--- src/rtl/soc_bus_pkg.sv ---
`default_nettype none

package soc_bus_pkg;

	//--------------------------------------------------------------------
	// Wishbone classic
	//--------------------------------------------------------------------
	// Byte addressed, 32-bit data
	localparam int unsigned WB_ADR_W = 32;
	localparam int unsigned WB_DAT_W = 32;
	// One select per byte lane
	localparam int unsigned WB_SEL_W = WB_DAT_W / 8;

	//--------------------------------------------------------------------
	// CSR bus
	//--------------------------------------------------------------------
	// Word address, bank number in the top five bits
	localparam int unsigned CSR_ADR_W = 15;
	localparam int unsigned CSR_BANK_LSB = 10;

	typedef logic [WB_ADR_W-1:0] wb_adr_t;
	typedef logic [WB_DAT_W-1:0] wb_dat_t;
	typedef logic [WB_SEL_W-1:0] wb_sel_t;
	typedef logic [CSR_ADR_W-1:0] csr_adr_t;

endpackage

`default_nettype wire

--- src/rtl/soc_map_pkg.sv ---
`default_nettype none

package soc_map_pkg;

	//--------------------------------------------------------------------
	// Wishbone address map
	//--------------------------------------------------------------------
	// Decode on bits 30..28, bit 31 only mirrors
	localparam int unsigned ADR_DEC_LSB = 28;
	// Debug RAM at 0x10000000
	localparam logic [2:0] DEBUG_RAM_SEL = 3'b001;
	// CSR bridge at 0x60000000, bits 30..29 only
	localparam logic [1:0] CSR_SEL = 2'b11;
	localparam int unsigned RAM_WORDS = 256;

	//--------------------------------------------------------------------
	// System controller
	//--------------------------------------------------------------------
	typedef logic [soc_bus_pkg::CSR_BANK_LSB-1:0] reg_ofs_t;

	localparam logic [soc_bus_pkg::CSR_ADR_W-soc_bus_pkg::CSR_BANK_LSB-1:0] SYSCTL_BANK = 'd1;
	localparam reg_ofs_t REG_GPIO_IN = 'd0;
	localparam reg_ofs_t REG_GPIO_OUT = 'd1;
	localparam reg_ofs_t REG_TIMER_CTRL = 'd2;
	localparam reg_ofs_t REG_TIMER_COMPARE = 'd3;
	localparam reg_ofs_t REG_TIMER_COUNTER = 'd4;
	localparam reg_ofs_t REG_SYSTEM_ID = 'd5;
	localparam reg_ofs_t REG_HARD_RESET = 'd6;
	// Board ID, 1.2.0 final
	localparam soc_bus_pkg::wb_dat_t SYSTEM_ID = 32'h12004D31;

	// Reset timing, system reset outlasts the flash reset
	localparam int unsigned RST_HOLD_CYCLES = 256;
	localparam int unsigned FLASH_RST_CYCLES = 128;

	// 3 buttons + 4 revision bits in, 2 LEDs out
	localparam int unsigned GPIO_IN_W = 7;
	localparam int unsigned GPIO_OUT_W = 2;

endpackage

`default_nettype wire

--- src/rtl/reset_gen.sv ---
`timescale 1ns/1ps
`default_nettype none

module reset_gen (
	input wire sys_clk,
	input wire trigger_reset,
	input wire [2:0] btn_i,
	input wire hard_reset_i,
	output logic sys_rst_o,
	output logic flash_rst_n_o
);
	import soc_map_pkg::*;

	typedef logic [$clog2(RST_HOLD_CYCLES+1)-1:0] hold_cnt_t;
	typedef logic [$clog2(FLASH_RST_CYCLES+1)-1:0] flash_cnt_t;

	logic trig_q;
	hold_cnt_t hold_cnt;
	flash_cnt_t flash_cnt;

	// Combined trigger, all three buttons act as reset button
	always_ff @(posedge sys_clk) begin
		if (trigger_reset) begin
			trig_q <= 1'b1;
			hold_cnt <= hold_cnt_t'(RST_HOLD_CYCLES);
			flash_cnt <= '0;
		end else begin
			trig_q <= (&btn_i) | hard_reset_i;
			// Hold counter reloads while any trigger present
			if (trig_q) begin
				hold_cnt <= hold_cnt_t'(RST_HOLD_CYCLES);
			end else if (hold_cnt != '0) begin
				hold_cnt <= hold_cnt - 1'b1;
			end
			// Flash wakes up before the rest of the system
			if (trig_q) begin
				flash_cnt <= '0;
			end else if (flash_cnt != flash_cnt_t'(FLASH_RST_CYCLES)) begin
				flash_cnt <= flash_cnt + 1'b1;
			end
		end
	end

	assign sys_rst_o = (hold_cnt != '0);
	assign flash_rst_n_o = (flash_cnt == flash_cnt_t'(FLASH_RST_CYCLES));

endmodule

`default_nettype wire

--- config.mk ---
export PLATFORM = sky130hd
export DESIGN_NAME = reset_gen
export DESIGN_NICKNAME = d
export VERILOG_FILES = /design/src/rtl/soc_bus_pkg.sv /design/src/rtl/soc_map_pkg.sv /design/src/rtl/reset_gen.sv
export SDC_FILE = /design/constraint.sdc
export NUM_CORES = 1
export LEC_CHECK = 0
export BUFFER_PORTS_ARGS = -buffer_cell sky130_fd_sc_hd__buf_2
export CELL_PAD_IN_SITES_DETAIL_PLACEMENT = 1
export CELL_PAD_IN_SITES_GLOBAL_PLACEMENT = 1
export CORE_ASPECT_RATIO = 1.25
export CORE_MARGIN = 2
export CORE_UTILIZATION = 45
export CTS_BUF_LIST = sky130_fd_sc_hd__clkbuf_4 sky130_fd_sc_hd__clkbuf_8 sky130_fd_sc_hd__clkbuf_16
export CTS_CLUSTER_SIZE = 20
export DETAILED_ROUTE_END_ITERATION = 8
export HOLD_SLACK_MARGIN = 0.1
export PLACE_DENSITY = 0.84
export SYNTH_ARGS = -nofsm -noshare
export SYNTH_HDL_FRONTEND = slang
export SYNTH_SLANG_ARGS = --single-unit
--- constraint.sdc ---
create_clock -name sys_clk -period 3.53 [get_ports sys_clk]
set_input_delay 0.1765 -clock sys_clk [delete_from_list [all_inputs] [get_ports sys_clk]]
set_output_delay 0.1765 -clock sys_clk [all_outputs]
set_load 0.01 [all_outputs]
==> results.yml <==
die:
  start_util_pct: 48.46
  die_h_um: 53.04
  rows: 17
  num_io_pins: 8
  coreArea_um2: 1787
  dieArea_um2: 2293
  die_w_um: 43.24
power_and_ir_drop:
  peakVddDrop_mv: 0.2880
  p_clk_share_pct: 32.4
  switching_share_pct: 23.79
  seqPwrFrac_pct: 55.7
  powerDensity_nw_per_um2: 400.5
  p_int_w: 0.0002944
  p_leak_nw: 0.3663
  pwr-share-comb_pct: 11.9
  p_switching_w: 0.00009191
grt:
  grt_use_total_pct: 19.44
  grt_pass1_wl_um: 3243
  grt_pass1_vias: 758
  grt_max_degree: 17
  antenna_found_initial: 0
  grt.overflow.total: 0
finish:
  layout-drive-gt1-share_pct: 16.51
  multiInputGateArea_um2: 466.7
  final_util_pct: 53.99
  regArea_um2: 360.3
  n_antenna_cell: 0
  area_growth_pct: 11.42
  final_nets: 119
  fill_cells: 230
synthesis:
  synth.net_count: 109
  synth-edff-count: 0
  syn-cell-area_um2: 865.8
  seq_area_frac_synth_pct: 41.62
  avgSynthCellArea_um2: 8.658
  ys_seq_elements: 18
  async_flop_share_pct: 0
  ys_warn_count: 0
  yosysUniqueCellTypes: 31
  synth_top_flop_cell: "dfxtp_1"
  synth_cells: 100
placement:
  place_congestion: 0.8372
  io_buffers: 7
  dpl.hpwl_um: 1412
route:
  drtIter0Drc: 5
  vias: 765
  wl_per_cell_um: 14.10
  drc: 0
  vias_per_cell: 5.977
  drtAntennaViolNets: 0
  drt_first_pass_iters: 4
  wl_um: 1805
cts:
  cts_tree: "done"
  clock_sinks: 18
  clkSlewWorstSetupHoldPaths_ns: 0.09
  cts-hold-fix-buffers: 2
  post-cts-setup-buffers: 0
  clockRootBuffer: "clkbuf_4"
  htree_levels: 1
  cts_buffers: 3
  cts_buffer_depth: 2
  post_cts_resize_count: 0
  clock_latency_ns: 0.30
critical_path:
  critical_path_class: "reg -> out"
  cp_cell_sequence: "inv_1, ha_1, or4b_2, nor2_1, buf_2"
  path_max_fanout: 6
  critPathArrivalTime_ns: 1.94
  cp-start-kind: "flip-flop"
  cp_slowest_stage_delay_ns: 0.62
  required_ns: 3.35
  crit_family: "simple AND/OR/NAND/NOR gates"
  crit_slowest_cell: "or4b_2"
  critPathBufInv: 2
  end_kind: "primary output"
timing:
  setup_viol: 0
  slew_viol_final: 0
  timing.slew.headroom_pct: 54.25
  hold-worst-slack_ns: 0.1437
  fmax_ghz: 0.4715
  fin_tns_setup_ns: 0
  skew_ns: 0.01082
  hold_viol: 0
  worst_pin_slew_ns: 0.6799
  fin_crit_sh_pct: 60.08
  rsz0062_at_grt: "no"
  period_needed_ns: 2.121
flow_run:
  cap_violations: 0
run_status:
  outcome: "completed"
min_path:
  hp-class: "in -> reg"
through the flow:
stage	power (W)	instance area (um^2)	std cells	setup slack (ns)
5_1_grt	0.0004053	964.7	128	1.262
4_1_cts	0.0003914	964.7	128	1.385
3_3_place_gp	0.0002627	908.4	122	1.776
3_5_place_dp	0.0002646	908.4	122	1.715
6_report	0.0003863	964.7	128	1.409
2_1_floorplan	0.0002537	865.8	100	1.859
layout by cell type, fill, tap and decap left out, types with 3 or more instances in the layout:
cell	Yosys	routed
ha_1	3	3
a21oi_1	11	11
nand2_1	4	4
inv_1	6	6
buf_2	0	7
o21ai_0	8	8
or3_1	4	4
nor2_1	3	3
clkbuf_4	0	3
or4_1	3	3
nor3_1	7	7
dfxtp_1	18	18
nand3_1	5	5
per-layer routing:
layer | wire length, um | track usage (%)
met3 | 40 | 2.048
met2 | 1024 | 37.31
met4 | 30 | 10.61
met5 | 0 | 0
met1 | 709 | 20.17
area by class of cell:
class	instances	area share, %
clock buffer	4	3.761
timing repair buffer	9	5.707
sequential	18	37.35
inverter	6	2.335
tap	19	2.464
multi-input combinational	72	48.38
sequential cells by signal (all words and copies together), names as in the netlist:
name       flops
flash_cnt      8
hold_cnt       9
trig_q         1
synthesized netlist by cell type, drive strengths merged, types with 3 or more instances:
master	count	area share [%]
dfxtp	18	42
a21oi	11	6.4
o21ai	8	4.6
nor3	7	4.0
inv	6	2.6
nand3	5	2.9
or3	5	3.8
clkbuf	4	1.9
nand2	4	1.7
ha	3	4.3
nor2	3	1.3
nor4b	3	3.8
or4	3	2.6
kinds of logic after synthesis:
family	synth area share (%)
XOR/XNOR	3.035
AO/OA/AOI/OAI	18.64
flip-flops	41.62
AND/OR/NAND/NOR	27.89
buffers and inverters	4.479
adder cells (fa/ha/maj)	4.336
power groups by stage:
stage | logic [W] | clock network (W) | registers (W)
2_1_floorplan | 0.0000354 | 0 | 0.000218
5_1_grt | 0.0000518 | 0.000137 | 0.000216
6_report | 0.0000459 | 0.000125 | 0.000215
3_5_place_dp | 0.0000446 | 0 | 0.000220
3_3_place_gp | 0.0000433 | 0 | 0.000219
4_1_cts | 0.0000467 | 0.000129 | 0.000215
worst reg2reg max path, stage by stage (launching register included):
cell	delay, ns
dfxtp_1	0.38
or4_1	0.64
or4_1	0.53
a21oi_1	0.14
worst paths after layout:
kind / from / end / slack [ns] / cells after the start
setup / recovery: flash_cnt[0] / flash_rst_n_o / 1.41 / 5
hold / removal: btn_i[1] / trig_q / 0.14 / 2
setup reg to reg: hold_cnt[3] / hold_cnt[7] / 1.79 / 3
hold reg to reg: trig_q / hold_cnt[8] / 0.45 / 2
(Power assumes the default switching activity.)
