===== config.mk =====
export PLATFORM = sky130hd
export DESIGN_NAME = csr_bridge_flat
export DESIGN_NICKNAME = d
export VERILOG_FILES = /design/src/rtl/soc_bus_pkg.sv /design/src/rtl/soc_ifs.sv /design/src/rtl/csr_bridge.sv /design/src/flat_wrapper.sv
export SDC_FILE = /design/constraint.sdc
export NUM_CORES = 1
export LEC_CHECK = 0
export BUFFER_PORTS_ARGS = -buffer_cell sky130_fd_sc_hd__buf_2
export CORE_UTILIZATION = 42
export CTS_CLUSTER_SIZE = 25
export DETAILED_ROUTE_END_ITERATION = 10
export PLACE_DENSITY = 0.87
export SETUP_SLACK_MARGIN = 0.1
export SLEW_MARGIN = 10
export SYNTH_ARGS = -nofsm -noshare
export SYNTH_HDL_FRONTEND = slang
export SYNTH_SLANG_ARGS = --single-unit

===== constraint.sdc =====
create_clock -name sys_clk -period 7.5 [get_ports sys_clk]
set_clock_uncertainty 0.15 [all_clocks]
set_input_delay 0.375 -clock sys_clk [delete_from_list [all_inputs] [get_ports sys_clk]]
set_output_delay 0.375 -clock sys_clk [all_outputs]
set_load 0.05 [all_outputs]

===== src/rtl/soc_bus_pkg.sv =====
`default_nettype none

package soc_bus_pkg;

	//--------------------------------------------------------------------
	// Wishbone classic
	//--------------------------------------------------------------------
	// Byte addressed, 32-bit data
	localparam int unsigned WB_ADR_W = 32;
	localparam int unsigned WB_DAT_W = 32;
	// One select per byte lane
	localparam int unsigned WB_SEL_W = WB_DAT_W / 8;

	//--------------------------------------------------------------------
	// CSR bus
	//--------------------------------------------------------------------
	// Word address, bank number in the top five bits
	localparam int unsigned CSR_ADR_W = 15;
	localparam int unsigned CSR_BANK_LSB = 10;

	typedef logic [WB_ADR_W-1:0] wb_adr_t;
	typedef logic [WB_DAT_W-1:0] wb_dat_t;
	typedef logic [WB_SEL_W-1:0] wb_sel_t;
	typedef logic [CSR_ADR_W-1:0] csr_adr_t;

endpackage

`default_nettype wire


===== src/rtl/soc_ifs.sv =====
`timescale 1ns/1ps
`default_nettype none

//----------------------------------------------------------------------
// Wishbone classic, single master to single slave
//----------------------------------------------------------------------
interface wb_if ();
	import soc_bus_pkg::*;

	wb_adr_t adr;
	wb_dat_t dat_w;
	wb_dat_t dat_r;
	wb_sel_t sel;
	logic we;
	logic cyc;
	logic stb;
	logic ack;

	// Request side
	modport master (
		output adr, dat_w, sel, we, cyc, stb,
		input dat_r, ack
	);

	// Response side
	modport slave (
		input adr, dat_w, sel, we, cyc, stb,
		output dat_r, ack
	);
endinterface

//----------------------------------------------------------------------
// CSR bus, shared by all banks
//----------------------------------------------------------------------
interface csr_if ();
	import soc_bus_pkg::*;

	csr_adr_t a;
	logic we;
	wb_dat_t dw;
	wb_dat_t dr;

	modport master (output a, we, dw, input dr);
	// Peripheral returns zero when not addressed
	modport slave (input a, we, dw, output dr);
endinterface

`default_nettype wire


===== src/rtl/csr_bridge.sv =====
`timescale 1ns/1ps
`default_nettype none

module csr_bridge (
	input wire sys_clk,
	input wire sys_rst,
	wb_if.slave wb,
	csr_if.master csr
);
	import soc_bus_pkg::*;

	// Idle, CSR access, Wishbone ack
	typedef enum logic [1:0] {ST_IDLE, ST_ACCESS, ST_ACK} state_t;

	state_t state;
	csr_adr_t a_q;
	wb_dat_t dw_q;
	wb_dat_t dr_q;
	logic we_q;

	always_ff @(posedge sys_clk) begin
		if (sys_rst) begin
			state <= ST_IDLE;
			we_q <= 1'b0;
		end else begin
			// Write strobe lasts one cycle only
			we_q <= 1'b0;
			case (state)
				ST_IDLE: begin
					if (wb.cyc & wb.stb) begin
						state <= ST_ACCESS;
						we_q <= wb.we;
					end
				end
				ST_ACCESS: state <= ST_ACK;
				default: state <= ST_IDLE;
			endcase
		end
	end

	// Address and data captured at the start
	always_ff @(posedge sys_clk) begin
		if (state == ST_IDLE) begin
			a_q <= wb.adr[CSR_ADR_W+1:2];
			dw_q <= wb.dat_w;
		end
		// dr is already the OR of all banks, empty banks give zero
		if (state == ST_ACCESS) begin
			dr_q <= csr.dr;
		end
	end

	assign csr.a = a_q;
	assign csr.we = we_q;
	assign csr.dw = dw_q;
	assign wb.dat_r = dr_q;
	assign wb.ack = (state == ST_ACK);

endmodule

`default_nettype wire


===== src/flat_wrapper.sv =====
// flat-port wrapper written by rule: the top's interface ports become plain ports
module csr_bridge_flat import soc_bus_pkg::*;
  (sys_clk, sys_rst, wb_adr, wb_dat_w, wb_sel, wb_we, wb_cyc, wb_stb, wb_dat_r, wb_ack, csr_a, csr_we, csr_dw, csr_dr);
  wb_if wb_i ();
  csr_if csr_i ();
  input wire sys_clk;
  input wire sys_rst;
  input wire logic [$bits(wb_i.adr)-1:0] wb_adr;
  input wire logic [$bits(wb_i.dat_w)-1:0] wb_dat_w;
  input wire logic [$bits(wb_i.sel)-1:0] wb_sel;
  input wire logic [$bits(wb_i.we)-1:0] wb_we;
  input wire logic [$bits(wb_i.cyc)-1:0] wb_cyc;
  input wire logic [$bits(wb_i.stb)-1:0] wb_stb;
  output wire logic [$bits(wb_i.dat_r)-1:0] wb_dat_r;
  output wire logic [$bits(wb_i.ack)-1:0] wb_ack;
  output wire logic [$bits(csr_i.a)-1:0] csr_a;
  output wire logic [$bits(csr_i.we)-1:0] csr_we;
  output wire logic [$bits(csr_i.dw)-1:0] csr_dw;
  input wire logic [$bits(csr_i.dr)-1:0] csr_dr;
  assign wb_i.adr = wb_adr;
  assign wb_i.dat_w = wb_dat_w;
  assign wb_i.sel = wb_sel;
  assign wb_i.we = wb_we;
  assign wb_i.cyc = wb_cyc;
  assign wb_i.stb = wb_stb;
  assign wb_dat_r = wb_i.dat_r;
  assign wb_ack = wb_i.ack;
  assign csr_a = csr_i.a;
  assign csr_we = csr_i.we;
  assign csr_dw = csr_i.dw;
  assign csr_i.dr = csr_dr;
  csr_bridge u_core (.sys_clk(sys_clk), .sys_rst(sys_rst), .wb(wb_i), .csr(csr_i));
endmodule

==> metrics.md <==
| Metric | Value |
|---|---|
| Status | `finished clean` |
| Ports | `186` |
| Slew Viols, Final | `0` |
| Critical setup path kind | `reg2out` |
| Total global routing overflow | `0` |
| Die X | `79.00 um` |
| Gate Count Post-Synth | `90` |
| DRT Pass-1 Iters | `4` |
| PwrDens | `259.6 nW/um^2` |
| CP required | `6.97 ns` |
| Floorplan row count | `27` |
| Post_cts resized | `0` |
| Vias/cell | `4.493` |
| Core box area | `5608 sq um` |
| Cell Area, Synth | `2490 sq um` |
| M1 WL | `1696 um` |
| Crit-path slowest cell | `dfxtp_1` |
| GRT Overall Usage | `16.43%` |
| Max Used Layer | `met4` |
| Vias in the first global route | `1,523` |
| Setup_tns | `0 ns` |
| P_int | `0.0006783 W` |
| First-pass GRT wire length | `7031 um` |
| Sw Pwr | `0.0002503 W` |
| Register area share after synthesis | `97.69%` |
| GPL Wtd Cong | `0.6868` |
| Reg power frac | `57.9%` |
| Clk slew on worst S/H paths | `0.07 ns` |
| Synth warnings | `0` |
| Root Buffer | `clkbuf_8` |
| Routed WL | `5056 um` |
| Initial antenna violation count | `0` |
| Final ANT Viol Nets | `0` |
| Fin. Hold Viols | `0` |
| Hold WC Path Type | `in2reg` |
| Delay-heaviest family, CP | `flip-flops` |
| Max Fanout on Critical Path | `5` |
| Final core occ | `63.79%` |
| CP startpoint kind | `register` |
| Crit. End Element | `output pin` |
| Clk pwr share | `26.9%` |
| Setup violations, final | `0` |
| Met3 Wirelength | `646 um` |
| Max capacitance violation total | `0` |
| DP Wirelength | `3923 um` |
| Bufs and invs on worst path | `1` |
| Placed cells | `326` |
| Yosys cell types | `8` |
| Post-CTS setup-driven buffer insertion count | `0` |
| Nets | `371` |
| Fmax | `566.7 MHz` |
| Worst-Skew Late Latency | `0.33 ns` |
| Post-CTS Hold Fix Bufs | `0` |
| Switching share of power | `26.95%` |
| Area added between synthesis and finish | `43.67%` |
| Clk sink count | `82` |
| Least-Margin Pin Slew | `0.8569 ns` |
| Critical path arrival | `1.24 ns` |
| Die H | `79.00 um` |
| Cts bufs inserted | `9` |
| Die ar. | `6240 sq um` |
| Synthesized net count | `195` |
| Worst-case clock buffer depth | `2` |
| Crit share post-route | `23.53%` |
| Total Power Consumption | `0.0009286 W` |
| Slew margin rel. | `42.75%` |
| Share of cells above drive strength 1 | `67.29%` |
| CP cell instances | `and2b_2 > buf_2` |
| Final cell count without fillers | `341` |
| Buffers on Ports | `164` |
| Vias | `1,532` |
| DRC viols | `0` |
| Largest net degree at the start of global routing | `48` |
| Yosys reg bits | `82` |
| Antenna diodes | `0` |
| Synthesized area per cell | `27.67 sq um` |
| WHS | `0.06216 ns` |
| DRT iter0 DRCs | `117` |
| CTS tree | `yes` |
| Leakage | `1.564 nW` |
| Crit path largest cell delay | `0.48 ns` |
| H-tree depth | `3` |
| Comb power frac | `15.2%` |
| RSZ-0062 raised after global routing | `false` |
| Met2 WL post-DR | `2583 um` |
| Max VDD drop | `140.0 uV` |
| Initial Utilization | `44.40%` |
| Routed wire per std cell | `14.83 um` |
| Post-layout min period | `1.765 ns` |
==> layout make-up <==
class	count	area, sq um
Clock buffer	10	127.6
Clock inverter	4	21.27
Fill cell	416	2031
Multi-Input combinational cell	8	65.06
Sequential cell	82	2432
Tap cell	72	90.09
Timing Repair Buffer	165	840.8
==> cells in the final DEF, fill, tap and decap left out <==
| cell type | count |
|---|---|
| nand2_1 | 1 |
| clkinv_1 | 1 |
| clkbuf_8 | 9 |
| and2b_2 | 2 |
| nor2_4 | 1 |
| buf_12 | 1 |
| clkbuf_1 | 1 |
| nor4_1 | 2 |
| nand2b_1 | 1 |
| clkinv_2 | 2 |
| buf_2 | 164 |
| clkinvlp_4 | 1 |
| nor2b_4 | 1 |
| dfxtp_1 | 3 |
| edfxtp_1 | 79 |
==> power groups by stage <==
stage	Clock, W	Sequential, W	Combinational [W]
floorplan	0	0.000636	0.00000778
global placement	0	0.000547	0.000138
detailed placement	0	0.000549	0.000140
CTS	0.000259	0.000539	0.000141
global route	0.000279	0.000540	0.000147
finish	0.000250	0.000538	0.000141
==> stage by stage <==
step	cell area [sq um]	worst slack, ns
after global routing	3577	5.660
after floorplan	2490	4.566
after detailed placement	3408	5.629
final	3577	5.735
after CTS	3557	5.607
after global placement	3408	5.671
==> routing by layer <==
metal | vias to the layer above | track usage, %
met1 | 699 | 16.83
met4 | 0 | 10.55
met3 | 12 | 7.241
li1 | 709 | -
met2 | 112 | 27.24
met5 | - | 0
==> logic make-up (layout without fill, tap and decap cells) <==
kind of cell,after synthesis,count (layout),synth area share [%]
flip-flops,82,82,97.69
AND/OR/NAND/NOR,8,8,2.311
buffers and inverters,0,179,0
==> cells in the mapped netlist <==
| cell | instances | area share [%] |
|---|---|---|
| dfxtp_1 | 3 | 2.4 |
| edfxtp_1 | 79 | 95 |
| nor4_1 | 2 | 0.50 |
| nor2_1 | 1 | 0.15 |
| and2b_2 | 2 | 0.70 |
| nand2_1 | 1 | 0.15 |
| nor2b_4 | 1 | 0.55 |
| nand2b_1 | 1 | 0.25 |
==> sequential cells by signal (all words and copies together), names as in the netlist <==
signal           cells
u_core.csr.we        1
u_core.wb.dat_r     32
u_core.csr.dw       32
u_core.state         2
u_core.csr.a        15
==> final timing paths <==
kind / start / end / slack, ns / cells past startpoint
worst min register to register: u_core.state[0] / u_core.state[0] / 0.40 / 1
worst min-delay path: wb_dat_w[11] / u_core.csr.dw[11] / 0.06 / 1
worst max register to register: u_core.state[0] / u_core.wb.dat_r[17] / 5.79 / 1
worst max-delay path: u_core.state[1] / wb_ack / 5.74 / 2
Power figures use the tool's default switching activity.
