**config.mk**
```make
export PLATFORM = sky130hd
export DESIGN_NAME = sysctl_flat
export DESIGN_NICKNAME = d
export VERILOG_FILES = /design/src/rtl/soc_bus_pkg.sv /design/src/rtl/soc_map_pkg.sv /design/src/rtl/soc_ifs.sv /design/src/rtl/sysctl.sv /design/src/flat_wrapper.sv
export SDC_FILE = /design/constraint.sdc
export NUM_CORES = 1
export LEC_CHECK = 0
export ABC_AREA = 1
export BUFFER_PORTS_ARGS = -buffer_cell sky130_fd_sc_hd__buf_2
export CAP_MARGIN = 20
export CORE_MARGIN = 2
export CORE_UTILIZATION = 57
export DETAILED_ROUTE_END_ITERATION = 10
export PLACE_DENSITY = 0.81
export SETUP_SLACK_MARGIN = 0.2
export SLEW_MARGIN = 10
export SYNTH_ARGS = -nofsm -noshare
export SYNTH_HDL_FRONTEND = slang
export SYNTH_SLANG_ARGS = --single-unit
export TNS_END_PERCENT = 20
```
**constraint.sdc**
```tcl
create_clock -name sys_clk -period 2.2 [get_ports sys_clk]
set_input_delay 0.33 -clock sys_clk [delete_from_list [all_inputs] [get_ports sys_clk]]
set_output_delay 0.33 -clock sys_clk [all_outputs]
set_load 0.03 [all_outputs]
```
**src/rtl/soc_bus_pkg.sv**
```systemverilog
`default_nettype none

package soc_bus_pkg;

	//--------------------------------------------------------------------
	// Wishbone classic
	//--------------------------------------------------------------------
	// Byte addressed, 32-bit data
	localparam int unsigned WB_ADR_W = 32;
	localparam int unsigned WB_DAT_W = 32;
	// One select per byte lane
	localparam int unsigned WB_SEL_W = WB_DAT_W / 8;

	//--------------------------------------------------------------------
	// CSR bus
	//--------------------------------------------------------------------
	// Word address, bank number in the top five bits
	localparam int unsigned CSR_ADR_W = 15;
	localparam int unsigned CSR_BANK_LSB = 10;

	typedef logic [WB_ADR_W-1:0] wb_adr_t;
	typedef logic [WB_DAT_W-1:0] wb_dat_t;
	typedef logic [WB_SEL_W-1:0] wb_sel_t;
	typedef logic [CSR_ADR_W-1:0] csr_adr_t;

endpackage

`default_nettype wire

```
**src/rtl/soc_map_pkg.sv**
```systemverilog
`default_nettype none

package soc_map_pkg;

	//--------------------------------------------------------------------
	// Wishbone address map
	//--------------------------------------------------------------------
	// Decode on bits 30..28, bit 31 only mirrors
	localparam int unsigned ADR_DEC_LSB = 28;
	// Debug RAM at 0x10000000
	localparam logic [2:0] DEBUG_RAM_SEL = 3'b001;
	// CSR bridge at 0x60000000, bits 30..29 only
	localparam logic [1:0] CSR_SEL = 2'b11;
	localparam int unsigned RAM_WORDS = 256;

	//--------------------------------------------------------------------
	// System controller
	//--------------------------------------------------------------------
	typedef logic [soc_bus_pkg::CSR_BANK_LSB-1:0] reg_ofs_t;

	localparam logic [soc_bus_pkg::CSR_ADR_W-soc_bus_pkg::CSR_BANK_LSB-1:0] SYSCTL_BANK = 'd1;
	localparam reg_ofs_t REG_GPIO_IN = 'd0;
	localparam reg_ofs_t REG_GPIO_OUT = 'd1;
	localparam reg_ofs_t REG_TIMER_CTRL = 'd2;
	localparam reg_ofs_t REG_TIMER_COMPARE = 'd3;
	localparam reg_ofs_t REG_TIMER_COUNTER = 'd4;
	localparam reg_ofs_t REG_SYSTEM_ID = 'd5;
	localparam reg_ofs_t REG_HARD_RESET = 'd6;
	// Board ID, 1.2.0 final
	localparam soc_bus_pkg::wb_dat_t SYSTEM_ID = 32'h12004D31;

	// Reset timing, system reset outlasts the flash reset
	localparam int unsigned RST_HOLD_CYCLES = 256;
	localparam int unsigned FLASH_RST_CYCLES = 128;

	// 3 buttons + 4 revision bits in, 2 LEDs out
	localparam int unsigned GPIO_IN_W = 7;
	localparam int unsigned GPIO_OUT_W = 2;

endpackage

`default_nettype wire

```
**src/rtl/soc_ifs.sv**
```systemverilog
`timescale 1ns/1ps
`default_nettype none


//----------------------------------------------------------------------
// CSR bus, shared by all banks
//----------------------------------------------------------------------
interface csr_if ();
	import soc_bus_pkg::*;

	csr_adr_t a;
	logic we;
	wb_dat_t dw;
	wb_dat_t dr;

	modport master (output a, we, dw, input dr);
	// Peripheral returns zero when not addressed
	modport slave (input a, we, dw, output dr);
endinterface

`default_nettype wire

```
**src/rtl/sysctl.sv**
```systemverilog
`timescale 1ns/1ps
`default_nettype none

module sysctl (
	input wire sys_clk,
	input wire sys_rst,
	csr_if.slave csr,
	input wire [soc_map_pkg::GPIO_IN_W-1:0] gpio_in_i,
	output logic [soc_map_pkg::GPIO_OUT_W-1:0] led_o,
	output logic gpio_irq_o,
	output logic timer_irq_o,
	output logic hard_reset_o
);
	import soc_bus_pkg::*;
	import soc_map_pkg::*;

	logic [GPIO_IN_W-1:0] gpio_meta;
	logic [GPIO_IN_W-1:0] gpio_sync;
	logic [GPIO_IN_W-1:0] gpio_last;
	logic bank_sel;
	logic wr;
	reg_ofs_t ofs;
	logic tmr_en;
	logic tmr_ar;
	logic tmr_match;
	wb_dat_t tmr_compare;
	wb_dat_t tmr_counter;

	assign bank_sel = (csr.a[CSR_ADR_W-1:CSR_BANK_LSB] == SYSCTL_BANK);
	assign ofs = csr.a[CSR_BANK_LSB-1:0];
	assign wr = csr.we & bank_sel;
	assign tmr_match = tmr_en & (tmr_counter == tmr_compare);

	// Two-flop sync, third stage for edge detection
	always_ff @(posedge sys_clk) begin
		gpio_meta <= gpio_in_i;
		gpio_sync <= gpio_meta;
		gpio_last <= gpio_sync;
	end

	always_ff @(posedge sys_clk) begin
		if (sys_rst) begin
			gpio_irq_o <= 1'b0;
			timer_irq_o <= 1'b0;
			hard_reset_o <= 1'b0;
			led_o <= '0;
			tmr_en <= 1'b0;
			tmr_ar <= 1'b0;
			tmr_compare <= '0;
			tmr_counter <= '0;
		end else begin
			gpio_irq_o <= (gpio_sync != gpio_last);
			timer_irq_o <= tmr_match;
			hard_reset_o <= wr & (ofs == REG_HARD_RESET);
			// Timer, one-shot unless autorestart
			if (tmr_match) begin
				tmr_counter <= '0;
				tmr_en <= tmr_ar;
			end else if (tmr_en) begin
				tmr_counter <= tmr_counter + 1'b1;
			end
			// CSR writes win over the timer
			if (wr) begin
				case (ofs)
					REG_GPIO_OUT: led_o <= csr.dw[GPIO_OUT_W-1:0];
					REG_TIMER_CTRL: begin
						tmr_en <= csr.dw[0];
						tmr_ar <= csr.dw[1];
					end
					REG_TIMER_COMPARE: tmr_compare <= csr.dw;
					REG_TIMER_COUNTER: tmr_counter <= csr.dw;
					default: ;
				endcase
			end
		end
	end

	// Reads, zero outside bank 1
	always_comb begin
		csr.dr = '0;
		if (bank_sel) begin
			case (ofs)
				REG_GPIO_IN: csr.dr = wb_dat_t'(gpio_sync);
				REG_GPIO_OUT: csr.dr = wb_dat_t'(led_o);
				REG_TIMER_CTRL: csr.dr = wb_dat_t'({tmr_ar, tmr_en});
				REG_TIMER_COMPARE: csr.dr = tmr_compare;
				REG_TIMER_COUNTER: csr.dr = tmr_counter;
				REG_SYSTEM_ID: csr.dr = SYSTEM_ID;
				default: csr.dr = '0;
			endcase
		end
	end

endmodule

`default_nettype wire

```
**src/flat_wrapper.sv**
```systemverilog
// flat-port wrapper written by rule: the top's interface ports become plain ports
module sysctl_flat import soc_bus_pkg::*; import soc_map_pkg::*;
  (sys_clk, sys_rst, gpio_in_i, led_o, gpio_irq_o, timer_irq_o, hard_reset_o, csr_a, csr_we, csr_dw, csr_dr);
  csr_if csr_i ();
  input wire sys_clk;
  input wire sys_rst;
  input wire [soc_map_pkg::GPIO_IN_W-1:0] gpio_in_i;
  output logic [soc_map_pkg::GPIO_OUT_W-1:0] led_o;
  output logic gpio_irq_o;
  output logic timer_irq_o;
  output logic hard_reset_o;
  input wire logic [$bits(csr_i.a)-1:0] csr_a;
  input wire logic [$bits(csr_i.we)-1:0] csr_we;
  input wire logic [$bits(csr_i.dw)-1:0] csr_dw;
  output wire logic [$bits(csr_i.dr)-1:0] csr_dr;
  assign csr_i.a = csr_a;
  assign csr_i.we = csr_we;
  assign csr_i.dw = csr_dw;
  assign csr_dr = csr_i.dr;
  sysctl u_core (.sys_clk(sys_clk), .sys_rst(sys_rst), .csr(csr_i), .gpio_in_i(gpio_in_i), .led_o(led_o), .gpio_irq_o(gpio_irq_o), .timer_irq_o(timer_irq_o), .hard_reset_o(hard_reset_o));
endmodule
```
==> metrics.md <==
| Metric | Value |
|---|---|
| Worst slew pin tran | 0.446 ns |
| Count of boundary I/O pins | 94 |
| Detail Placement HPWL | 11,500 um |
| Critical Path Start Type | input port |
| Post-Syn Area | 5380 um^2 |
| Yosys reg bits | 92 |
| DRT iter0 DRCs | 472 |
| Largest net degree at the start of global routing | 72 |
| Ratio of cells with drive above 1 in the final layout | 27.4% |
| Slew Limit Fails | 0 |
| Maximum root-to-sink buffer count | 2 |
| CP Class | input port to output port |
| Number of max-cap violations | 0 |
| Port Buffers | 93 |
| Filler-free cell count of the finished design | 1,002 |
| Vias in the first global route | 5,107 |
| Leak Pwr | 2.75 nW |
| Mapped Nets | 838 |
| Detail Route Antenna Nets | 0 |
| Warnings from Yosys | 0 |
| Total die area | 10,200 um^2 |
| Starting density of the core | 58.5% |
| Pre-antenna DRT Iters | 5 |
| Crit-path max cell delay | 0.24 ns |
| WL final | 16,100 um |
| Endpoints failing hold | 0 |
| DRC viols | 0 |
| Die Wd | 101 um |
| Final Wtd Congestion | 0.983 |
| Register area share after synthesis | 34.2% |
| First-pass GRT wire length | 25,500 um |
| TritonCTS clock tree | built |
| Maximum VDD drop | 302 uV |
| Total CTS buffers | 9 |
| Synth Area per Inst | 6.90 um^2 |
| Insertion delay to the later sink of the worst-skew pair | 0.37 ns |
| Placed insts | 979 |
| Gate Count Post-Synth | 780 |
| Clock transition at path regs | 0.09 ns |
| H-tree Lvls | 3 |
| Crit path time final | 2.12 ns |
| Fmax | 472 MHz |
| Slowest stage cell, crit path | buf_2 |
| Wirelength per Cell | 16.1 um |
| Final Core Density | 71.2% |
| Setup violators final | 0 |
| Area delta synth->final | 21.6% |
| CTS Root Cell | clkbuf_8 |
| TritonCTS Sinks | 92 |
| Hold Path Class | input port to flip-flop |
| Std cell rows | 35 |
| Hold buffer count at CTS | 0 |
| Final instance area | 6550 um^2 |
| Crit-path max FO | 5 |
| Min Hold Slack | 0.0616 ns |
| Status | finished clean |
| RSZ-0062 raised after global routing | true |
| Gr usage total | 31.7% |
| Ant. Diodes | 0 |
| Worst Skew | 0.0126 ns |
| Period utilisation layout | 96.3% |
| Via count | 5,531 |
| Worst EP required | 1.87 ns |
| Count of different cell masters after synthesis | 42 |
| Congestion Overflow GR | 0 |
| Initial antenna violation count | 0 |
| Setup TNS Final | 0 ns |
| Core area | 9200 um^2 |
| Vias per cell | 5.52 |
| Placement Cell Area | 6050 um^2 |
| Slew Limit Headroom | 70.2% |
| PwrDens | 464 nW/um^2 |
| Nets | 944 |
| WP data arrival | 1.79 ns |
| Chip height | 101 um |
| Critical Path Sink Type | output port |
| Crit path cell chain | buf_2 -> nor2_4 -> nand2_2 -> nor4_4 -> inv_2 -> nor2_4 -> o21ai_4 -> buf_4 -> a21oi_1 -> buf_2 |
## routing by layer
| layer | GRT usage (%) | part of all wire (%) | vias to the layer above | routed length [um] |
|---|---|---|---|---|
| li1 | - | - | 2688 | - |
| met5 | 0 | 0 | - | 0 |
| met4 | 10.7 | 2.3 | 0 | 364 |
| met1 | 44.8 | 44 | 2527 | 7020 |
| met3 | 5.31 | 9.1 | 29 | 1460 |
| met2 | 49.1 | 45 | 287 | 7250 |
## metrics by stage
step | setup WS [ns] | power, mW
global route | 0.0214 | 3.14
global placement | 0.0489 | 1.88
CTS | 0.111 | 3.04
detailed placement | 0.0203 | 1.88
floorplan | 0.139 | 1.79
finish | 0.0818 | 3.04
## cell type report
| cell class | instances | area [um^2] |
|---|---|---|
| clock buffers | 9 | 124 |
| clock inverters | 7 | 76.3 |
| fillers | 808 | 2650 |
| inverters | 91 | 352 |
| multi-input cells | 562 | 3110 |
| flip-flops and latches | 92 | 1840 |
| well taps | 111 | 139 |
| repair buffers | 129 | 895 |
| repair inverters | 1 | 7.51 |
## path summary, 6_finish.rpt
| path | startpoint | to | slack [ns] | cells after the start |
|---|---|---|---|---|
| hold / removal | gpio_in_i[3] | u_core.gpio_meta[3] | 0.06 | 1 |
| hold reg to reg | u_core.gpio_meta[3] | u_core.gpio_sync[3] | 0.33 | 0 |
| setup reg to reg | u_core.tmr_compare[4] | u_core.tmr_counter[21] | 0.24 | 9 |
| setup / recovery | csr_a[7] | csr_dr[31] | 0.08 | 10 |
## worst max-delay path: cells and delay by family
kind / cells / cell delay [ns]
simple gates: 4 / 0.57
buf+inv: 4 / 0.60
compound gates: 2 / 0.28
## synthesized netlist by cell type
cell	count	area, um^2
buf_6	8	90.1
clkinv_2	1	5.00
a41oi_1	1	8.76
nand2_2	13	81.3
nor2_2	8	50.1
o221ai_1	3	26.3
xor2_1	24	210
nand2_4	1	11.3
clkbuf_1	11	41.3
a21oi_1	66	330
ha_1	1	12.5
nor2_1	50	188
nand3_1	52	260
a32o_1	1	10.0
nand4_1	12	75.1
inv_4	1	6.26
o21ai_4	1	16.3
nand4_4	1	21.3
o22ai_1	4	25.0
nor2_4	7	78.8
nor4_1	2	12.5
a211oi_1	1	7.51
o21ai_0	15	75.1
buf_4	1	7.51
nand2_1	234	878
xnor2_1	28	245
and2_1	1	6.26
nor3_1	5	25.0
clkbuf_2	3	15.0
buf_2	12	60.1
or2_1	1	6.26
o211ai_1	3	22.5
a211oi_2	11	138
clkinv_1	1	3.75
nor4_2	1	12.5
a21oi_2	10	87.6
inv_2	16	60.1
nand3b_1	1	7.51
nor4_4	1	21.3
nand3_2	3	30.0
dfxtp_1	92	1840
inv_1	72	270
## registers in the layout (all words and copies together) (netlist names)
signal               cells
u_core.tmr_compare      32
u_core.tmr_counter      32
u_core.gpio_last         7
u_core.gpio_meta         7
u_core.gpio_sync         7
u_core.led_o             2
u_core.gpio_irq_o        1
u_core.hard_reset_o      1
u_core.timer_irq_o       1
u_core.tmr_ar            1
u_core.tmr_en            1
## cells by family after synthesis
logic type               after synthesis  synth area share (%)
XOR/XNOR                              52                  8.46
adder cells (fa/ha/maj)                1                 0.232
flip-flops                            92                  34.2
buffers and inverters                126                  10.4
AND/OR/NAND/NOR                      393                  32.8
AO/OA/AOI/OAI                        116                  13.9
## placed cells by master, fill, tap and decap left out, types with 5 or more instances in the layout
cell / count
nor2_2: 6
xnor2_1: 28
clkbuf_8: 9
nand3_1: 51
nand4_1: 12
buf_4: 27
buf_2: 78
nor2_1: 49
nor2_4: 10
inv_1: 69
nand2_1: 229
a211oi_2: 11
a21oi_1: 59
dfxtp_1: 92
xor2_1: 24
nor3_1: 5
a21oi_2: 14
nand2_2: 17
buf_6: 19
inv_2: 19
o21ai_0: 10
## power by group
group | switching (mW) | internal (mW) | leakage [nW] | total, mW
Sequential | 0.0119 | 1.69 | 0.749 | 1.70
Combinational | 0.0961 | 0.0638 | 1.91 | 0.160
Clock | 0.649 | 0.532 | 0.0958 | 1.18
Total | 0.757 | 2.28 | 2.75 | 3.04
## repair_timing
action                                  CTS  global route
gates cloned                              0             1
pin swaps                                 0             6
gates resized for setup                  18            60
endpoints found under the setup margin   32            58
buffers inserted                          3             3
Note: power is estimated with default switching activity, not from simulation.
