[src/rtl/soc_bus_pkg.sv]
`default_nettype none

package soc_bus_pkg;

	//--------------------------------------------------------------------
	// Wishbone classic
	//--------------------------------------------------------------------
	// Byte addressed, 32-bit data
	localparam int unsigned WB_ADR_W = 32;
	localparam int unsigned WB_DAT_W = 32;
	// One select per byte lane
	localparam int unsigned WB_SEL_W = WB_DAT_W / 8;

	//--------------------------------------------------------------------
	// CSR bus
	//--------------------------------------------------------------------
	// Word address, bank number in the top five bits
	localparam int unsigned CSR_ADR_W = 15;
	localparam int unsigned CSR_BANK_LSB = 10;

	typedef logic [WB_ADR_W-1:0] wb_adr_t;
	typedef logic [WB_DAT_W-1:0] wb_dat_t;
	typedef logic [WB_SEL_W-1:0] wb_sel_t;
	typedef logic [CSR_ADR_W-1:0] csr_adr_t;

endpackage

`default_nettype wire

[src/rtl/soc_map_pkg.sv]
`default_nettype none

package soc_map_pkg;

	//--------------------------------------------------------------------
	// Wishbone address map
	//--------------------------------------------------------------------
	// Decode on bits 30..28, bit 31 only mirrors
	localparam int unsigned ADR_DEC_LSB = 28;
	// Debug RAM at 0x10000000
	localparam logic [2:0] DEBUG_RAM_SEL = 3'b001;
	// CSR bridge at 0x60000000, bits 30..29 only
	localparam logic [1:0] CSR_SEL = 2'b11;
	localparam int unsigned RAM_WORDS = 256;

	//--------------------------------------------------------------------
	// System controller
	//--------------------------------------------------------------------
	typedef logic [soc_bus_pkg::CSR_BANK_LSB-1:0] reg_ofs_t;

	localparam logic [soc_bus_pkg::CSR_ADR_W-soc_bus_pkg::CSR_BANK_LSB-1:0] SYSCTL_BANK = 'd1;
	localparam reg_ofs_t REG_GPIO_IN = 'd0;
	localparam reg_ofs_t REG_GPIO_OUT = 'd1;
	localparam reg_ofs_t REG_TIMER_CTRL = 'd2;
	localparam reg_ofs_t REG_TIMER_COMPARE = 'd3;
	localparam reg_ofs_t REG_TIMER_COUNTER = 'd4;
	localparam reg_ofs_t REG_SYSTEM_ID = 'd5;
	localparam reg_ofs_t REG_HARD_RESET = 'd6;
	// Board ID, 1.2.0 final
	localparam soc_bus_pkg::wb_dat_t SYSTEM_ID = 32'h12004D31;

	// Reset timing, system reset outlasts the flash reset
	localparam int unsigned RST_HOLD_CYCLES = 256;
	localparam int unsigned FLASH_RST_CYCLES = 128;

	// 3 buttons + 4 revision bits in, 2 LEDs out
	localparam int unsigned GPIO_IN_W = 7;
	localparam int unsigned GPIO_OUT_W = 2;

endpackage

`default_nettype wire

[src/rtl/soc_ifs.sv]
`timescale 1ns/1ps
`default_nettype none

//----------------------------------------------------------------------
// Wishbone classic, single master to single slave
//----------------------------------------------------------------------
interface wb_if ();
	import soc_bus_pkg::*;

	wb_adr_t adr;
	wb_dat_t dat_w;
	wb_dat_t dat_r;
	wb_sel_t sel;
	logic we;
	logic cyc;
	logic stb;
	logic ack;

	// Request side
	modport master (
		output adr, dat_w, sel, we, cyc, stb,
		input dat_r, ack
	);

	// Response side
	modport slave (
		input adr, dat_w, sel, we, cyc, stb,
		output dat_r, ack
	);
endinterface


`default_nettype wire

[src/rtl/wb_switch.sv]
`timescale 1ns/1ps
`default_nettype none

module wb_switch (
	input wire sys_clk,
	input wire sys_rst,
	wb_if.slave m,
	wb_if.master s_ram,
	wb_if.master s_csr
);
	import soc_bus_pkg::*;
	import soc_map_pkg::*;

	logic sel_ram;
	logic sel_csr;
	logic sel_none;
	logic nomap_ack;

	//--------------------------------------------------------------------
	// Address decode
	//--------------------------------------------------------------------
	// Bit 31 skipped, upper half is a shadow
	assign sel_ram = (m.adr[WB_ADR_W-2:ADR_DEC_LSB] == DEBUG_RAM_SEL);
	assign sel_csr = (m.adr[WB_ADR_W-2:ADR_DEC_LSB+1] == CSR_SEL);
	assign sel_none = ~sel_ram & ~sel_csr;

	// Request fan-out, strobes gated per slave
	assign s_ram.adr = m.adr;
	assign s_ram.dat_w = m.dat_w;
	assign s_ram.sel = m.sel;
	assign s_ram.we = m.we;
	assign s_ram.cyc = m.cyc & sel_ram;
	assign s_ram.stb = m.stb & sel_ram;

	assign s_csr.adr = m.adr;
	assign s_csr.dat_w = m.dat_w;
	assign s_csr.sel = m.sel;
	assign s_csr.we = m.we;
	assign s_csr.cyc = m.cyc & sel_csr;
	assign s_csr.stb = m.stb & sel_csr;

	// Unmapped hole, ack locally so the master never hangs
	always_ff @(posedge sys_clk) begin
		if (sys_rst) begin
			nomap_ack <= 1'b0;
		end else begin
			nomap_ack <= m.cyc & m.stb & sel_none & ~nomap_ack;
		end
	end

	//--------------------------------------------------------------------
	// Response return
	//--------------------------------------------------------------------
	always_comb begin
		m.dat_r = '0;
		if (sel_ram) begin
			m.dat_r = s_ram.dat_r;
		end else if (sel_csr) begin
			m.dat_r = s_csr.dat_r;
		end
	end

	assign m.ack = (sel_ram & s_ram.ack) | (sel_csr & s_csr.ack) | nomap_ack;

endmodule

`default_nettype wire

[src/flat_wrapper.sv]
// flat-port wrapper written by rule: the top's interface ports become plain ports
module wb_switch_flat import soc_bus_pkg::*; import soc_map_pkg::*;
  (sys_clk, sys_rst, m_adr, m_dat_w, m_sel, m_we, m_cyc, m_stb, m_dat_r, m_ack, s_ram_adr, s_ram_dat_w, s_ram_sel, s_ram_we, s_ram_cyc, s_ram_stb, s_ram_dat_r, s_ram_ack, s_csr_adr, s_csr_dat_w, s_csr_sel, s_csr_we, s_csr_cyc, s_csr_stb, s_csr_dat_r, s_csr_ack);
  wb_if m_i ();
  wb_if s_ram_i ();
  wb_if s_csr_i ();
  input wire sys_clk;
  input wire sys_rst;
  input wire logic [$bits(m_i.adr)-1:0] m_adr;
  input wire logic [$bits(m_i.dat_w)-1:0] m_dat_w;
  input wire logic [$bits(m_i.sel)-1:0] m_sel;
  input wire logic [$bits(m_i.we)-1:0] m_we;
  input wire logic [$bits(m_i.cyc)-1:0] m_cyc;
  input wire logic [$bits(m_i.stb)-1:0] m_stb;
  output wire logic [$bits(m_i.dat_r)-1:0] m_dat_r;
  output wire logic [$bits(m_i.ack)-1:0] m_ack;
  output wire logic [$bits(s_ram_i.adr)-1:0] s_ram_adr;
  output wire logic [$bits(s_ram_i.dat_w)-1:0] s_ram_dat_w;
  output wire logic [$bits(s_ram_i.sel)-1:0] s_ram_sel;
  output wire logic [$bits(s_ram_i.we)-1:0] s_ram_we;
  output wire logic [$bits(s_ram_i.cyc)-1:0] s_ram_cyc;
  output wire logic [$bits(s_ram_i.stb)-1:0] s_ram_stb;
  input wire logic [$bits(s_ram_i.dat_r)-1:0] s_ram_dat_r;
  input wire logic [$bits(s_ram_i.ack)-1:0] s_ram_ack;
  output wire logic [$bits(s_csr_i.adr)-1:0] s_csr_adr;
  output wire logic [$bits(s_csr_i.dat_w)-1:0] s_csr_dat_w;
  output wire logic [$bits(s_csr_i.sel)-1:0] s_csr_sel;
  output wire logic [$bits(s_csr_i.we)-1:0] s_csr_we;
  output wire logic [$bits(s_csr_i.cyc)-1:0] s_csr_cyc;
  output wire logic [$bits(s_csr_i.stb)-1:0] s_csr_stb;
  input wire logic [$bits(s_csr_i.dat_r)-1:0] s_csr_dat_r;
  input wire logic [$bits(s_csr_i.ack)-1:0] s_csr_ack;
  assign m_i.adr = m_adr;
  assign m_i.dat_w = m_dat_w;
  assign m_i.sel = m_sel;
  assign m_i.we = m_we;
  assign m_i.cyc = m_cyc;
  assign m_i.stb = m_stb;
  assign m_dat_r = m_i.dat_r;
  assign m_ack = m_i.ack;
  assign s_ram_adr = s_ram_i.adr;
  assign s_ram_dat_w = s_ram_i.dat_w;
  assign s_ram_sel = s_ram_i.sel;
  assign s_ram_we = s_ram_i.we;
  assign s_ram_cyc = s_ram_i.cyc;
  assign s_ram_stb = s_ram_i.stb;
  assign s_ram_i.dat_r = s_ram_dat_r;
  assign s_ram_i.ack = s_ram_ack;
  assign s_csr_adr = s_csr_i.adr;
  assign s_csr_dat_w = s_csr_i.dat_w;
  assign s_csr_sel = s_csr_i.sel;
  assign s_csr_we = s_csr_i.we;
  assign s_csr_cyc = s_csr_i.cyc;
  assign s_csr_stb = s_csr_i.stb;
  assign s_csr_i.dat_r = s_csr_dat_r;
  assign s_csr_i.ack = s_csr_ack;
  wb_switch u_core (.sys_clk(sys_clk), .sys_rst(sys_rst), .m(m_i), .s_ram(s_ram_i), .s_csr(s_csr_i));
endmodule
[config.mk]
export PLATFORM = sky130hd
export DESIGN_NAME = wb_switch_flat
export DESIGN_NICKNAME = d
export VERILOG_FILES = /design/src/rtl/soc_bus_pkg.sv /design/src/rtl/soc_map_pkg.sv /design/src/rtl/soc_ifs.sv /design/src/rtl/wb_switch.sv /design/src/flat_wrapper.sv
export SDC_FILE = /design/constraint.sdc
export NUM_CORES = 1
export LEC_CHECK = 0
export BUFFER_PORTS_ARGS = -buffer_cell sky130_fd_sc_hd__buf_2
export CORE_AREA = 3 3 119 121
export CTS_BUF_LIST = sky130_fd_sc_hd__clkbuf_8
export CTS_CLUSTER_DIAMETER = 50
export DETAILED_ROUTE_END_ITERATION = 8
export DIE_AREA = 0 0 122 124
export GPL_TIMING_DRIVEN = 0
export MAX_ROUTING_LAYER = met4
export PLACE_DENSITY = 0.51
export SYNTH_ARGS = -nofsm -noshare
export SYNTH_HDL_FRONTEND = slang
export SYNTH_SLANG_ARGS = --single-unit
[constraint.sdc]
create_clock -name sys_clk -period 1.2 [get_ports sys_clk]
set_input_delay 0.24 -clock sys_clk [delete_from_list [all_inputs] [get_ports sys_clk]]
set_output_delay 0.24 -clock sys_clk [all_outputs]
set_load 0.01 [all_outputs]
==> results.ini, run 1 <==
[outcome]
status = complete, but fails checks
violations = setup timing

[critical_path]
arrival_ns = 1.13
worstSetupEndpointType = primary output
path_delay_family = buffers and inverters
cp_common_cell = buf_6
slowest_delay_ns = 0.22
slowest_stage = nor3b_4
cp_data_required_time_ns = 0.96
path_cells = buf_8, nor3b_4, buf_6, buf_6, a22o_1, buf_2
critPathBufInv = 4
start_kind = primary input
crit_type = primary input to primary output
cp_max_fo = 3

[grt]
grt_pass1_wl_mm = 9.99
met3_usage_pct = 0.999
busiest_layer = met2
gr-total-overflow = 0
antenna_found_initial = 0
grt_use_total_pct = 8.60
grt_pass1_vias = 1942
use_met2_pct = 18.4
grt.met1_usage_pct = 8.73
grt_max_degree = 11

[route]
vias_per_cell = 3.34
dr.pass1.iters = 4
drc_errors = 0
wl_per_cell_microns = 12.6
finalWirelength_mm = 7.76
ant_nets = 0
num_vias = 2064
drtIter0Drc = 11

[run]
drv_cap = 0

[placement]
place_congestion = 0.736
port_buffers = 247
dp_cells = 610
dp_hpwl_mm = 6.81

[timing]
period_needed_ns = 1.37
min_period_over_period_pct = 115
fin_ws_ns = -0.175
finalSetupViolCount = 35
fin_tns_setup_ns = -5.09
slew_violations = 0
whs_ns = 0.505
worstMarginPinSlew_ns = 0.187
fmax_mhz = 727
skew_ns = 0
maxSlewHeadroom_pct = 87.5
final-hold-violation-count = 0
grt_setup_unrepaired = true

[layout]
regMostFlops = u_core.nomap_ack
area_growth_pct = 130
antenna_cells = 0
final_nets = 583
final_util_pct = 26.6
final_layout_size_suffix_gt1_share_pct = 98.4
reg_top3 = u_core.nomap_ack x1
largest_reg_flops = 1
finalNonFillerCells = 618

[synthesis]
syn-instance-count = 187
ys_seq_area_share_pct = 1.31
synth_seq_cells = 1
synth_area_sq_um = 1530
synth_nets = 326
syn_area_per_cell_sq_um = 8.16
synth_cell_type_count = 13
yosysWarnings = 0

[floorplanning]
dieArea_sq_um = 15100
num_rows = 42
core-area_sq_um = 13200
die_h_microns = 124
num_io_pins = 314
initial_core_util_pct = 11.6
fp.dieW_microns = 122

[pwr]
p_leak_uw = 0.00212
vdd_drop_max_uv = 145
power.total_uw = 1330
p_per_area_nw_per_um2 = 378

[clock_network]
clock_latency_ns = 0
path_clk_slew_ns = 0
hold_buffers = 0

[hold_path]
hold_class = primary input to register

-- timing repair --
item | in CTS | in global routing
cloned | 3 | 0
endpoints found under the setup margin | 36 | 35
gates resized for setup | 83 | 6
buffers inserted | 6 | 0
pin swaps | 28 | 7
-- worst min-delay path, stage by stage --
cell	delay, ns
buf_2	0.08
or4bb_1	0.10
nor3_1	0.04
-- power by group --
group,switching [uW],internal [uW]
sequential,0.733,35.2
clock,0,0
combinational,496,794
total,497,830
-- per-layer routing --
layer / part of all wire, % / up-vias
li1: - / 1003
met1: 31 / 883
met2: 58 / 178
met3: 12 / 0
met4: 0 / 0
met5: 0 / -
-- cells by family (layout without fill, tap and decap cells) --
logic type             after synthesis  in the layout  synth area share, %
buffers and inverters              145            400                 72.7
AOI/OAI and AO/OA                   33             33                 21.4
and+or+nand+nor                      8              8                 4.59
DFF                                  1              1                 1.31
-- Yosys cell counts (all sizes together) --
| cell type | n | share of area [%] |
|---|---|---|
| buf | 145 | 73 |
| a22o | 32 | 21 |
| and2 | 3 | 1.3 |
| and3 | 2 | 0.98 |
| a221o | 1 | 0.74 |
| dfxtp | 1 | 1.3 |
| nor3 | 1 | 0.33 |
| nor3b | 1 | 1.2 |
| or4bb | 1 | 0.74 |
-- final timing paths --
check | cells past startpoint | to | slack (ns) | startpoint
max | 6 | m_dat_r[3] | -0.17 | m_adr[30]
min reg2reg | 2 | u_core.nomap_ack$_SDFF_PP0_ | 0.53 | u_core.nomap_ack$_SDFF_PP0_
max reg2reg | 2 | u_core.nomap_ack$_SDFF_PP0_ | 0.21 | u_core.nomap_ack$_SDFF_PP0_
min | 3 | u_core.nomap_ack$_SDFF_PP0_ | 0.51 | sys_rst
-- layout by cell type (no fill, tap or decap), drive strengths merged --
cell	count
or4bb	1
nor3	1
and2	3
and3	2
nor3b	1
a221o	1
dfxtp	1
a22o	32
buf	400
-- final cells by class --
class	instances	area [sq um]
Timing Repair Buffer	256	1560
Multi-Input combinational cell	41	598
Buffer	144	1110
Tap cell	176	220
Fill cell	1411	9680
Sequential cell	1	20.0
-- through the flow --
step / worst slack, ns / cell area (sq um)
after global routing: -0.236 / 3510
final: -0.175 / 3510
after floorplan: 0.0112 / 1530
after CTS: -0.193 / 3470
after detailed placement: -0.633 / 2980
after global placement: -0.595 / 2980
Note: power is estimated with default switching activity, not from simulation.
==> inputs of run 2 (changes only) <==
Settings changed: SETUP_SLACK_MARGIN set to 0.05.
==> results.ini, run 2 (synthesis gave the netlist of run 1 again) <==
[timing]
fin_tns_setup_ns = -5.60  ; was -5.09 ns
final-hold-violation-count = 0  ; unchanged
worstMarginPinSlew_ns = 0.202  ; was 0.187 ns
slew_violations = 0  ; unchanged
grt_setup_unrepaired = true  ; unchanged
maxSlewHeadroom_pct = 86.5  ; was 87.5%
fin_ws_ns = -0.224  ; was -0.175 ns
fmax_mhz = 702  ; was 727 MHz
skew_ns = 0  ; unchanged
period_needed_ns = 1.42  ; was 1.37 ns
finalSetupViolCount = 35  ; unchanged
min_period_over_period_pct = 119  ; was 115%

[floorplanning]
core-area_sq_um = 13200  ; unchanged
die_h_microns = 124  ; unchanged
dieArea_sq_um = 15100  ; unchanged
num_rows = 42  ; unchanged
num_io_pins = 314  ; unchanged
fp.dieW_microns = 122  ; unchanged
initial_core_util_pct = 11.6  ; unchanged

[layout]
finalNonFillerCells = 620  ; was 618
final_util_pct = 27.1  ; was 26.6%
antenna_cells = 0  ; unchanged
final_layout_size_suffix_gt1_share_pct = 98.6  ; was 98.4%
largest_reg_flops = 1  ; unchanged
final_common_cell = buf_2  ; unchanged
reg_top3 = u_core.nomap_ack x1  ; unchanged
most-common-layout-cells = 213 x buf_2, 142 x buf_4, 42 x buf_6  ; was 213 x buf_2, 140 x buf_4, 44 x buf_6
final_nets = 585  ; was 583
regMostFlops = u_core.nomap_ack  ; unchanged
area_growth_pct = 134  ; was 130%

[route]
vias_per_cell = 3.40  ; was 3.34
num_vias = 2105  ; was 2064
drtIter0Drc = 5  ; was 11
dr.pass1.iters = 2  ; was 4
wl_per_cell_microns = 12.6  ; about the same
drc_errors = 0  ; unchanged
finalWirelength_mm = 7.79  ; was 7.76 mm
ant_nets = 0  ; unchanged

[hold_path]
hold_start = sys_rst  ; unchanged
hold_class = primary input to register  ; unchanged

[pwr]
p_leak_uw = 0.00215  ; was 0.00212 uW
p_per_area_nw_per_um2 = 376  ; was 378 nW/um^2
vdd_drop_max_uv = 147  ; was 145 uV

[critical_path]
cp_max_fo = 6  ; was 3
crit_path_start = m_adr[29]  ; was m_adr[30]
arrival_ns = 1.18  ; was 1.13 ns
regToRegSetupSlack_ns = 0.16  ; was 0.21 ns
worstSetupEndpointType = primary output  ; unchanged
crit_type = primary input to primary output  ; unchanged
cp_data_required_time_ns = 0.96  ; about the same
start_kind = primary input  ; unchanged
r2r-start = u_core.nomap_ack$_SDFF_PP0_  ; unchanged

[outcome]
status = complete, but fails checks  ; unchanged
violations = setup timing  ; unchanged

[placement]
port_buffers = 247  ; unchanged
place_congestion = 0.749  ; was 0.736
dp_hpwl_mm = 6.79  ; was 6.81 mm
dp_cells = 610  ; unchanged

[grt]
antenna_found_initial = 1  ; was 0
grt_max_degree = 11  ; unchanged
grt_pass1_wl_mm = 10.1  ; was 9.99 mm
grt_pass1_vias = 2030  ; was 1942
gr-total-overflow = 0  ; unchanged
grt_use_total_pct = 8.68  ; was 8.60%

[clock_network]
path_clk_slew_ns = 0  ; about the same
clock_latency_ns = 0  ; about the same

[run]
drv_cap = 0  ; unchanged

-- run 2: metal layers --
layer	vias to the layer above	global-route usage [%]	wire length [microns]
met1	919	8.19	2430
met2	178	19.6	4530
met3	2	0.772	810
met4	0	0	13
li1	1006	-	-
met5	-	-	0
-- run 2: critical path, cell delays in order --
cell and delay, ns:
buf_8 0.10, nor3b_4 0.23, buf_6 0.19, buf_6 0.13, a22o_1 0.15, buf_2 0.13
-- run 2: final cells by class --
| class | count | area [sq um] |
|---|---|---|
| timing repair buffer | 259 | 1610 |
| buffer | 143 | 1100 |
| fill | 1369 | 9620 |
| tap | 176 | 220 |
| multi-input combinational | 41 | 618 |
| sequential | 1 | 20.0 |
-- run 2: power breakdown --
part           internal, uW  switching, uW  total (uW)  leakage, uW
clock network             0              0           0            0
registers              35.2          0.731        35.9   0.00000815
logic                   809            499        1310      0.00214
-- run 2: worst paths after layout --
| kind | end | depth (start not counted) |
|---|---|---|
| worst max-delay path | m_dat_r[30] | 6 |
| worst min-delay path | u_core.nomap_ack$_SDFF_PP0_ | 3 |
| worst max register to register | u_core.nomap_ack$_SDFF_PP0_ | 2 |
| worst min register to register | u_core.nomap_ack$_SDFF_PP0_ | 2 |
-- run 2: timing repair --
item,CTS,global route
buffers inserted,10,0
setup endpoints to repair,36,36
pin swaps,22,11
hold buffers,0,0
gates resized for setup,81,7
cloned,3,0
hold endpoints to repair,0,0
-- run 2: stage by stage --
step | hold slack, ns | cell area (sq um) | power, uW | setup WS (ns)
after floorplan | 0.404 | 1550 | 686 | 0.0149
after global placement | 0.495 | 3000 | 1140 | -0.592
after detailed placement | 0.493 | 3000 | 1150 | -0.598
after CTS | 0.504 | 3550 | 1350 | -0.263
after global routing | 0.527 | 3570 | 1440 | -0.271
final | 0.505 | 3570 | 1340 | -0.224
